--- src/verilog/cam_bist_pkg.sv ---
package cam_bist_pkg;

   // --------------------------------------------------
   // CAM geometry
   // --------------------------------------------------
   localparam int cam_entries = 16;
   localparam int cam_width   = 16;

   // One CAM word, also used for key, mask and compare data
   typedef logic [cam_width-1:0]           cam_data_t;
   typedef logic [$clog2(cam_entries)-1:0] cam_addr_t;
   // One hit bit per entry
   typedef logic [cam_entries-1:0]         cam_match_t;
   typedef logic [$clog2(cam_width)-1:0]   bit_step_t;
   typedef logic [7:0]                     fail_count_t;

   // --------------------------------------------------
   // Host register map
   // --------------------------------------------------
   typedef logic [4:0]  axi_addr_t;
   typedef logic [31:0] axi_data_t;

   localparam axi_addr_t reg_ctrl_addr   = 5'h00;
   localparam axi_addr_t reg_status_addr = 5'h04;
   localparam axi_addr_t reg_wdata_addr  = 5'h08;
   localparam axi_addr_t reg_key_addr    = 5'h0C;
   localparam axi_addr_t reg_match_addr  = 5'h10;

   // BIST sequencer states
   typedef enum logic [2:0] {idle, write, search_all, search_walk, check, done} bist_state_t;

endpackage

--- src/verilog/bcam_array.sv ---
module bcam_array import cam_bist_pkg::*; (
   input  logic       bist_clk,
   input  logic       rst_b,
   input  logic       we,
   input  cam_addr_t  waddr,
   input  cam_data_t  wdata,
   input  logic       search,
   input  cam_data_t  key,
   output cam_match_t match,
   output logic       match_valid
);
   cam_data_t  entry [cam_entries];
   cam_match_t hit;

   // --------------------------------------------------
   // Storage
   // --------------------------------------------------
   always_ff @(posedge bist_clk) begin
      if (!rst_b) begin
         // All entries start at zero
         for (int i = 0; i < cam_entries; i++) begin
            entry[i] <= '0;
         end
      end else if (we) begin
         entry[waddr] <= wdata;
      end
   end

   // --------------------------------------------------
   // Parallel compare
   // --------------------------------------------------
   always_comb begin
      for (int i = 0; i < cam_entries; i++) begin
         hit[i] = (entry[i] == key);
      end
   end

   // Valid pulses one cycle after the search strobe
   always_ff @(posedge bist_clk) begin
      if (!rst_b) begin
         match_valid <= 1'b0;
      end else begin
         match_valid <= search;
      end
   end

   // Result held until the next search
   always_ff @(posedge bist_clk) begin
      if (search) match <= hit;
   end

endmodule

--- src/verilog/cam_bist_counter.sv ---
module cam_bist_counter import cam_bist_pkg::*; (
   input  logic      bist_clk,
   input  logic      rst_b,
   input  logic      cnt_clear,
   input  logic      addr_inc,
   input  logic      step_inc,
   output cam_addr_t addr,
   output bit_step_t step,
   output logic      addr_last,
   output logic      step_last
);

   // --------------------------------------------------
   // Entry and walking-step counters
   // --------------------------------------------------
   always_ff @(posedge bist_clk) begin
      if (!rst_b) begin
         addr <= '0;
         step <= '0;
      end else if (cnt_clear) begin
         addr <= '0;
         step <= '0;
      end else begin
         // Both wrap naturally at their width
         if (addr_inc) addr <= addr + 1'b1;
         if (step_inc) step <= step + 1'b1;
      end
   end

   // Terminal flags
   assign addr_last = (addr == cam_addr_t'(cam_entries - 1));
   assign step_last = (step == bit_step_t'(cam_width - 1));

endmodule

--- src/verilog/cam_bist_fsm.sv ---
module cam_bist_fsm import cam_bist_pkg::*; (
   input  logic        bist_clk,
   input  logic        rst_b,
   input  logic        bist_start,
   input  logic        addr_last,
   input  logic        step_last,
   input  cam_match_t  match,
   input  logic        match_valid,
   output logic        busy,
   output logic        bist_done,
   output logic        bist_fail,
   output fail_count_t fail_count,
   output logic        bist_mode,
   output logic        mask_en,
   output logic        rotate,
   output logic        data_inv,
   output logic        bist_we,
   output logic        bist_search,
   output logic        cnt_clear,
   output logic        addr_inc,
   output logic        step_inc
);
   bist_state_t state;
   // Second pass uses the inverted background
   logic        pass;
   // Low for the all-match search, high for the walking searches
   logic        walk_phase;
   cam_match_t  expect_match;
   logic        mismatch;

   assign expect_match = walk_phase ? {cam_entries{1'b0}} : {cam_entries{1'b1}};
   assign mismatch     = (state == check) && match_valid && (match != expect_match);

   // --------------------------------------------------
   // Decoded controls
   // --------------------------------------------------
   assign busy        = (state != idle);
   assign bist_mode   = busy;
   assign data_inv    = pass;
   assign mask_en     = walk_phase;
   assign bist_we     = (state == write);
   assign addr_inc    = (state == write);
   assign bist_search = (state == search_all) || (state == search_walk);
   // Mask and step advance once each walking result is checked
   assign rotate      = (state == check) && walk_phase;
   assign step_inc    = (state == check) && walk_phase;
   assign cnt_clear   = ((state == idle) && bist_start) ||
                        ((state == check) && walk_phase && step_last && !pass);

   always_ff @(posedge bist_clk) begin
      if (!rst_b) begin
         state      <= idle;
         pass       <= 1'b0;
         walk_phase <= 1'b0;
         bist_done  <= 1'b0;
         bist_fail  <= 1'b0;
         fail_count <= '0;
      end else begin
         case (state)
            idle: begin
               if (bist_start) begin
                  state      <= write;
                  pass       <= 1'b0;
                  walk_phase <= 1'b0;
                  bist_done  <= 1'b0;
                  bist_fail  <= 1'b0;
                  fail_count <= '0;
               end
            end
            // One entry per cycle
            write:       if (addr_last) state <= search_all;
            search_all:  state <= check;
            search_walk: state <= check;
            check: begin
               if (!walk_phase) begin
                  walk_phase <= 1'b1;
                  state      <= search_walk;
               end else if (!step_last) begin
                  state <= search_walk;
               end else if (!pass) begin
                  // Rerun with inverted data
                  pass       <= 1'b1;
                  walk_phase <= 1'b0;
                  state      <= write;
               end else begin
                  state <= done;
               end
            end
            done: begin
               bist_done <= 1'b1;
               state     <= idle;
            end
            default: state <= idle;
         endcase
         // Sticky fail, saturating count
         if (mismatch) begin
            bist_fail <= 1'b1;
            if (fail_count != '1) fail_count <= fail_count + 1'b1;
         end
      end
   end

   a_we_search_excl: assert property (@(posedge bist_clk) disable iff (!rst_b)
      !(bist_we && bist_search));

endmodule

--- src/verilog/cam_bist_inhandler.sv ---
module cam_bist_inhandler import cam_bist_pkg::*; (
   input  logic      bist_clk,
   input  logic      rst_b,
   input  logic      bist_mode,
   input  logic      mask_en,
   input  logic      rotate,
   input  logic      data_inv,
   input  cam_data_t background,
   input  cam_data_t fn_key,
   output cam_data_t wr_data,
   output cam_data_t key
);
   cam_data_t mask;
   cam_data_t compare_data;

   // --------------------------------------------------
   // Walking mask
   // --------------------------------------------------
   always_ff @(posedge bist_clk) begin
      if (!rst_b) begin
         mask <= cam_data_t'(1);
      end else if (rotate) begin
         // Rotate left, top bit back into bit 0
         mask <= {mask[cam_width-2:0], mask[cam_width-1]};
      end
   end

   // --------------------------------------------------
   // Data and key generation
   // --------------------------------------------------
   // Background or its inverse
   assign wr_data      = background ^ {cam_width{data_inv}};
   // One bit flipped when the mask is enabled
   assign compare_data = wr_data ^ (mask & {cam_width{mask_en}});
   assign key          = bist_mode ? compare_data : fn_key;

   a_mask_onehot: assert property (@(posedge bist_clk) disable iff (!rst_b)
      $onehot(mask));

endmodule

--- src/verilog/cam_bist_regs.sv ---
module cam_bist_regs import cam_bist_pkg::*; (
   input  logic        bist_clk,
   input  logic        rst_b,
   input  logic        awvalid,
   output logic        awready,
   input  axi_addr_t   awaddr,
   input  logic        wvalid,
   output logic        wready,
   input  axi_data_t   wdata,
   input  logic [3:0]  wstrb,
   output logic        bvalid,
   input  logic        bready,
   output logic [1:0]  bresp,
   input  logic        arvalid,
   output logic        arready,
   input  axi_addr_t   araddr,
   output logic        rvalid,
   input  logic        rready,
   output axi_data_t   rdata,
   output logic [1:0]  rresp,
   input  logic        busy,
   input  logic        bist_done,
   input  logic        bist_fail,
   input  fail_count_t fail_count,
   input  cam_match_t  match,
   input  logic        match_valid,
   output logic        bist_start,
   output cam_data_t   background,
   output logic        fn_we,
   output cam_addr_t   fn_addr,
   output cam_data_t   fn_data,
   output logic        fn_search,
   output cam_data_t   fn_key
);
   logic       aw_hs;
   logic       ar_hs;
   logic       wr_ctrl;
   logic       wr_wdata;
   logic       wr_key;
   cam_match_t match_q;
   axi_data_t  rd_mux;

   // AW and W taken together, only with no response pending
   assign aw_hs   = awvalid && wvalid && !bvalid;
   assign awready = aw_hs;
   assign wready  = aw_hs;
   assign ar_hs   = arvalid && !rvalid;
   assign arready = !rvalid;
   // Always OKAY
   assign bresp   = 2'b00;
   assign rresp   = 2'b00;

   assign wr_ctrl  = aw_hs && (awaddr == reg_ctrl_addr);
   assign wr_wdata = aw_hs && (awaddr == reg_wdata_addr);
   assign wr_key   = aw_hs && (awaddr == reg_key_addr);

   // --------------------------------------------------
   // Handshake state, strobes and status
   // --------------------------------------------------
   always_ff @(posedge bist_clk) begin
      if (!rst_b) begin
         bvalid     <= 1'b0;
         rvalid     <= 1'b0;
         bist_start <= 1'b0;
         fn_we      <= 1'b0;
         fn_search  <= 1'b0;
         background <= '0;
         match_q    <= '0;
      end else begin
         if (aw_hs) begin
            bvalid <= 1'b1;
         end else if (bready) begin
            bvalid <= 1'b0;
         end
         if (ar_hs) begin
            rvalid <= 1'b1;
         end else if (rready) begin
            rvalid <= 1'b0;
         end
         // Host strobes are dropped while the engine owns the CAM
         bist_start <= wr_ctrl && wstrb[0] && wdata[0] && !busy;
         fn_we      <= wr_wdata && !busy;
         fn_search  <= wr_key && !busy;
         // Background frozen during a run
         if (wr_ctrl && !busy) begin
            if (wstrb[2]) background[7:0]  <= wdata[23:16];
            if (wstrb[3]) background[15:8] <= wdata[31:24];
         end
         // Last search result, functional or BIST
         if (match_valid) match_q <= match;
      end
   end

   // Write data and key payload
   always_ff @(posedge bist_clk) begin
      if (wr_wdata) begin
         if (wstrb[0]) fn_data[7:0]  <= wdata[7:0];
         if (wstrb[1]) fn_data[15:8] <= wdata[15:8];
         if (wstrb[2]) fn_addr       <= wdata[19:16];
      end
      if (wr_key) begin
         if (wstrb[0]) fn_key[7:0]  <= wdata[7:0];
         if (wstrb[1]) fn_key[15:8] <= wdata[15:8];
      end
      if (ar_hs) rdata <= rd_mux;
   end

   // --------------------------------------------------
   // Read mux
   // --------------------------------------------------
   always_comb begin
      case (araddr)
         reg_ctrl_addr:   rd_mux = {background, 16'h0000};
         reg_status_addr: rd_mux = {16'h0000, fail_count, 5'b00000, bist_fail, bist_done, busy};
         reg_wdata_addr:  rd_mux = {12'h000, fn_addr, fn_data};
         reg_key_addr:    rd_mux = {16'h0000, fn_key};
         // Bypass so a result is readable in the cycle it arrives
         reg_match_addr:  rd_mux = {16'h0000, match_valid ? match : match_q};
         default:         rd_mux = '0;
      endcase
   end

   // Write response held through back-pressure
   a_bvalid_hold: assert property (@(posedge bist_clk) disable iff (!rst_b)
      bvalid && !bready |=> bvalid);

endmodule

--- src/verilog/cam_bist_top.sv ---
module cam_bist_top import cam_bist_pkg::*; (
   input  logic       bist_clk,
   input  logic       rst_b,
   input  logic       awvalid,
   output logic       awready,
   input  axi_addr_t  awaddr,
   input  logic       wvalid,
   output logic       wready,
   input  axi_data_t  wdata,
   input  logic [3:0] wstrb,
   output logic       bvalid,
   input  logic       bready,
   output logic [1:0] bresp,
   input  logic       arvalid,
   output logic       arready,
   input  axi_addr_t  araddr,
   output logic       rvalid,
   input  logic       rready,
   output axi_data_t  rdata,
   output logic [1:0] rresp
);
   // Host side
   logic        bist_start;
   cam_data_t   background;
   logic        fn_we;
   cam_addr_t   fn_addr;
   cam_data_t   fn_data;
   logic        fn_search;
   cam_data_t   fn_key;
   // BIST engine
   logic        busy;
   logic        bist_done;
   logic        bist_fail;
   fail_count_t fail_count;
   logic        bist_mode;
   logic        mask_en;
   logic        rotate;
   logic        data_inv;
   logic        bist_we;
   logic        bist_search;
   logic        cnt_clear;
   logic        addr_inc;
   logic        step_inc;
   cam_addr_t   addr;
   bit_step_t   step;
   logic        addr_last;
   logic        step_last;
   cam_data_t   wr_data;
   cam_data_t   key;
   // CAM port
   logic        cam_we;
   cam_addr_t   cam_waddr;
   cam_data_t   cam_wdata;
   logic        cam_search;
   cam_match_t  match;
   logic        match_valid;

   // --------------------------------------------------
   // CAM source select, engine owns the array while busy
   // --------------------------------------------------
   assign cam_we     = busy ? bist_we : fn_we;
   assign cam_waddr  = busy ? addr : fn_addr;
   assign cam_wdata  = busy ? wr_data : fn_data;
   assign cam_search = busy ? bist_search : fn_search;

   cam_bist_regs u_regs (
      .bist_clk    (bist_clk),
      .rst_b       (rst_b),
      .awvalid     (awvalid),
      .awready     (awready),
      .awaddr      (awaddr),
      .wvalid      (wvalid),
      .wready      (wready),
      .wdata       (wdata),
      .wstrb       (wstrb),
      .bvalid      (bvalid),
      .bready      (bready),
      .bresp       (bresp),
      .arvalid     (arvalid),
      .arready     (arready),
      .araddr      (araddr),
      .rvalid      (rvalid),
      .rready      (rready),
      .rdata       (rdata),
      .rresp       (rresp),
      .busy        (busy),
      .bist_done   (bist_done),
      .bist_fail   (bist_fail),
      .fail_count  (fail_count),
      .match       (match),
      .match_valid (match_valid),
      .bist_start  (bist_start),
      .background  (background),
      .fn_we       (fn_we),
      .fn_addr     (fn_addr),
      .fn_data     (fn_data),
      .fn_search   (fn_search),
      .fn_key      (fn_key)
   );

   cam_bist_fsm u_fsm (
      .bist_clk    (bist_clk),
      .rst_b       (rst_b),
      .bist_start  (bist_start),
      .addr_last   (addr_last),
      .step_last   (step_last),
      .match       (match),
      .match_valid (match_valid),
      .busy        (busy),
      .bist_done   (bist_done),
      .bist_fail   (bist_fail),
      .fail_count  (fail_count),
      .bist_mode   (bist_mode),
      .mask_en     (mask_en),
      .rotate      (rotate),
      .data_inv    (data_inv),
      .bist_we     (bist_we),
      .bist_search (bist_search),
      .cnt_clear   (cnt_clear),
      .addr_inc    (addr_inc),
      .step_inc    (step_inc)
   );

   cam_bist_counter u_counter (
      .bist_clk  (bist_clk),
      .rst_b     (rst_b),
      .cnt_clear (cnt_clear),
      .addr_inc  (addr_inc),
      .step_inc  (step_inc),
      .addr      (addr),
      .step      (step),
      .addr_last (addr_last),
      .step_last (step_last)
   );

   cam_bist_inhandler u_inhandler (
      .bist_clk   (bist_clk),
      .rst_b      (rst_b),
      .bist_mode  (bist_mode),
      .mask_en    (mask_en),
      .rotate     (rotate),
      .data_inv   (data_inv),
      .background (background),
      .fn_key     (fn_key),
      .wr_data    (wr_data),
      .key        (key)
   );

   bcam_array u_cam (
      .bist_clk    (bist_clk),
      .rst_b       (rst_b),
      .we          (cam_we),
      .waddr       (cam_waddr),
      .wdata       (cam_wdata),
      .search      (cam_search),
      .key         (key),
      .match       (match),
      .match_valid (match_valid)
   );

   // Walking key differs from the written data only at the current step bit
   a_walk_bit: assert property (@(posedge bist_clk) disable iff (!rst_b)
      bist_search && mask_en |-> (key ^ wr_data) == (cam_data_t'(1) << step));

endmodule
--- config.mk ---
export PLATFORM = sky130hd
export DESIGN_NAME = cam_bist_top
export DESIGN_NICKNAME = d
export VERILOG_FILES = /design/src/verilog/cam_bist_pkg.sv /design/src/verilog/bcam_array.sv /design/src/verilog/cam_bist_counter.sv /design/src/verilog/cam_bist_fsm.sv /design/src/verilog/cam_bist_inhandler.sv /design/src/verilog/cam_bist_regs.sv /design/src/verilog/cam_bist_top.sv
export SDC_FILE = /design/constraint.sdc
export NUM_CORES = 1
export LEC_CHECK = 0
export BUFFER_PORTS_ARGS = -buffer_cell sky130_fd_sc_hd__buf_4
export CAP_MARGIN = 20
export CORE_AREA = 2 2 193 195
export CTS_CLUSTER_SIZE = 10
export DETAILED_ROUTE_END_ITERATION = 10
export DIE_AREA = 0 0 195 197
export PLACE_DENSITY = 0.76
export SYNTH_ARGS = -nofsm -noshare
export SYNTH_HDL_FRONTEND = slang
export SYNTH_HIERARCHICAL = 1
export SYNTH_SLANG_ARGS = --single-unit
export TNS_END_PERCENT = 10
--- constraint.sdc ---
create_clock -name bist_clk -period 3.1 [get_ports bist_clk]
set_input_delay 0.155 -clock bist_clk [delete_from_list [all_inputs] [get_ports bist_clk]]
set_output_delay 0.155 -clock bist_clk [all_outputs]
set_load 0.01 [all_outputs]
==> flow_metrics.py <==
metrics = {
    "place": {
        "place_hpwl_um": 31500,
        "gp_congestion": 0.871,
        "numPortBuffers": 89,
    },
    "pwr": {
        "leakagePower_nw": 8.11,
        "p_per_area_nw_per_um2": 514,
        "ir_drop_mv": 0.477,
    },
    "floorplan": {
        "dieArea_um2": 38400,
        "core_area_um2": 36300,
        "die_x_um": 195,
        "initial_core_util_pct": 55.4,
        "die_h_um": 197,
        "std_cell_rows": 70,
        "ios": 94,
    },
    "run": {
        "drv_cap": 0,
    },
    "critical_path": {
        "timing_worst_setup_path_type": "reg -> reg",
        "cp.arrival_ps": 3300,
        "cp.required_ps": 3390,
        "end_kind": "register",
        "start_kind": "register",
        "cp_max_fo": 33,
    },
    "timing": {
        "hold_viol": 0,
        "fin_crit_sh_pct": 97.1,
        "skew_ps": 27.9,
        "fin_crit_ps": 3010,
        "hold-worst-slack_ps": 23.5,
        "finalMaxSlewViolations": 0,
        "grt_setup_unrepaired": "false",
        "max_freq_mhz": 332,
        "worst_slew_pin_slew_ps": 879,
        "final-setup-viol-count": 0,
        "relSlewSlack_pct": 41.3,
    },
    "route": {
        "wl_per_cell_um": 23.0,
        "ant_nets": 0,
        "drt_pre_antenna_iters": 5,
        "drt_iter0_markers": 1415,
        "viasPerCell": 5.82,
        "route.detailed.drc": 0,
        "via_count": 12800,
        "wl_um": 50500,
    },
    "final_layout": {
        "drive_gt1_share_pct": 14.4,
        "nNetsFinal": 1757,
        "fin_util_pct": 63.5,
        "synthToLayoutAreaGrowth_pct": 14.6,
        "final_cell_mix": "edfxtp_1, xnor2_1, and2_1",
        "diodes": 0,
        "final_common_cell": "edfxtp_1",
    },
    "synthesis": {
        "synth_warnings": 6,
        "synth_edf_count": 340,
        "synth_ff_type": "edfxtp_1",
        "synth_seq_area_share_pct": 58.5,
        "syn-cell-area_um2": 20100,
        "synth-seq-cells": 417,
        "ys_types": 64,
        "synth_cells": 1585,
        "synthArstFlopShare_pct": 0,
        "avgSynthCellArea_um2": 12.7,
    },
    "min_path": {
        "min_path_type": "in -> reg",
    },
    "clocking": {
        "cts_tree": "built",
        "root_buffer": "clkbuf_16",
        "cts_setup_buffers": 0,
        "clock-sinks": 417,
        "cts_max_path_buffers": 3,
        "clkTransAtPathRegs_ps": 50,
        "cts-buffers-inserted": 48,
        "clock_insertion_delay_worst_skew_ps": 570,
        "htreeDepth": 2,
    },
    "global_route": {
        "track_usage_pct": 26.6,
        "antenna_found_initial": 2,
        "overflow": 0,
        "grt_max_degree": 46,
        "grt_pass1_vias": 12500,
        "grt_pass1_wl_um": 75800,
    },
    "outcome": {
        "status": "completed",
    },
}
where the power goes:
group	total, W	leakage, nW	internal (W)	switching, W
clock	0.00510	0.665	0.00298	0.00212
combinational	0.000486	3.37	0.000230	0.000255
sequential	0.00625	4.07	0.00618	0.0000652
total	0.0118	8.11	0.00939	0.00244
repair_timing:
| item | in CTS | in global routing |
|---|---|---|
| gates resized for setup | 0 | 14 |
| hold buffers | 52 | 0 |
| hold endpoints to repair | 57 | 0 |
| setup endpoints to repair | 0 | 2 |
Yosys cell counts, types with 5 or more instances:
| cell | count | share of area, % |
|---|---|---|
| dfxtp_1 | 77 | 7.7 |
| clkbuf_2 | 6 | 0.15 |
| nor2b_1 | 35 | 1.1 |
| edfxtp_1 | 340 | 51 |
| mux2i_1 | 52 | 2.6 |
| buf_2 | 40 | 1.0 |
| nor2_1 | 19 | 0.36 |
| xor2_1 | 17 | 0.74 |
| nand2b_1 | 10 | 0.31 |
| buf_6 | 5 | 0.28 |
| o211ai_1 | 6 | 0.22 |
| nor2_2 | 9 | 0.28 |
| and2_1 | 275 | 8.6 |
| o21ai_0 | 13 | 0.32 |
| clkbuf_1 | 48 | 0.90 |
| inv_1 | 5 | 0.093 |
| mux2_2 | 38 | 2.1 |
| xnor2_1 | 276 | 12 |
| nand3_1 | 51 | 1.3 |
| and3_1 | 5 | 0.16 |
| nand2_1 | 65 | 1.2 |
| o2111ai_1 | 12 | 0.52 |
| buf_4 | 8 | 0.30 |
| nand4_1 | 72 | 2.2 |
| nor4_1 | 19 | 0.59 |
| a21oi_1 | 8 | 0.20 |
critical path, stage by stage, from the launching register on:
cell     delay, ps
dfxtp_1        360
nor2_1         230
nand2_1        330
buf_12         300
mux2_2         740
xnor2_1        210
nand4_1        120
nor4_1         400
metal layers:
metal	vias to the layer above	part of all wire [%]	GRT usage (%)
met3	115	8.5	5.30
met1	6314	40	33.9
met2	580	48	44.9
met4	2	3.5	10.2
met5	-	0.026	0
li1	5781	-	-
kinds of logic after synthesis:
kind of cell / after synthesis / share of synthesized area, %
and+or+nand+nor: 606 / 18.8
DFF: 417 / 58.5
xor gates and xnor gates: 293 / 12.8
buffers and inverters: 114 / 2.81
muxes: 90 / 4.72
AOI/OAI and AO/OA: 61 / 2.21
adders and majority gates: 3 / 0.187
other: 1 / 0.0187
stage by stage:
stage          area, um2  setup TNS, ps  power (W)  setup slack [ps]  cells
2_1_floorplan      20100          -8550    0.00661             -88.8   1588
3_3_place_gp       21000              0    0.00678               271   2066
3_5_place_dp       21000              0    0.00680               157   2066
4_1_cts            22900              0     0.0119               126   2197
5_1_grt            23000              0     0.0122              2.06   2198
6_report           23000              0     0.0118              90.6   2198
path summary, 6_finish.rpt:
path	cells past startpoint	from	endpoint	slack [ps]
min	3	wstrb[3]	u_regs/background[14]	20
max	7	u_fsm/state[0]	u_cam/match[11]	90
min reg2reg	2	u_fsm/bist_fail	u_fsm/bist_fail	460
max reg2reg	7	u_fsm/state[0]	u_cam/match[11]	90
registers in the layout, summed over array words and instances, names as in the netlist, 3 cells and up:
signal	cells
u_fsm/state	3
u_cam/entry	256
u_regs/fn_data	16
u_counter/step	4
u_regs/fn_key	16
u_regs/fn_addr	4
u_fsm/fail_count	8
u_regs/background	16
u_regs/match_q	16
u_counter/addr	4
u_regs/rdata	32
u_inhandler/mask	16
u_cam/match	16
layout make-up:
class	count	area (um2)
Tap cell	468	586
Inverter	6	22.5
Sequential cell	417	11800
Clock inverter	2	25.0
Multi-Input combinational cell	1057	7840
Timing Repair Buffer	171	1430
Clock buffer	77	1360
Fill cell	2696	13300
Power figures use the tool's default switching activity.
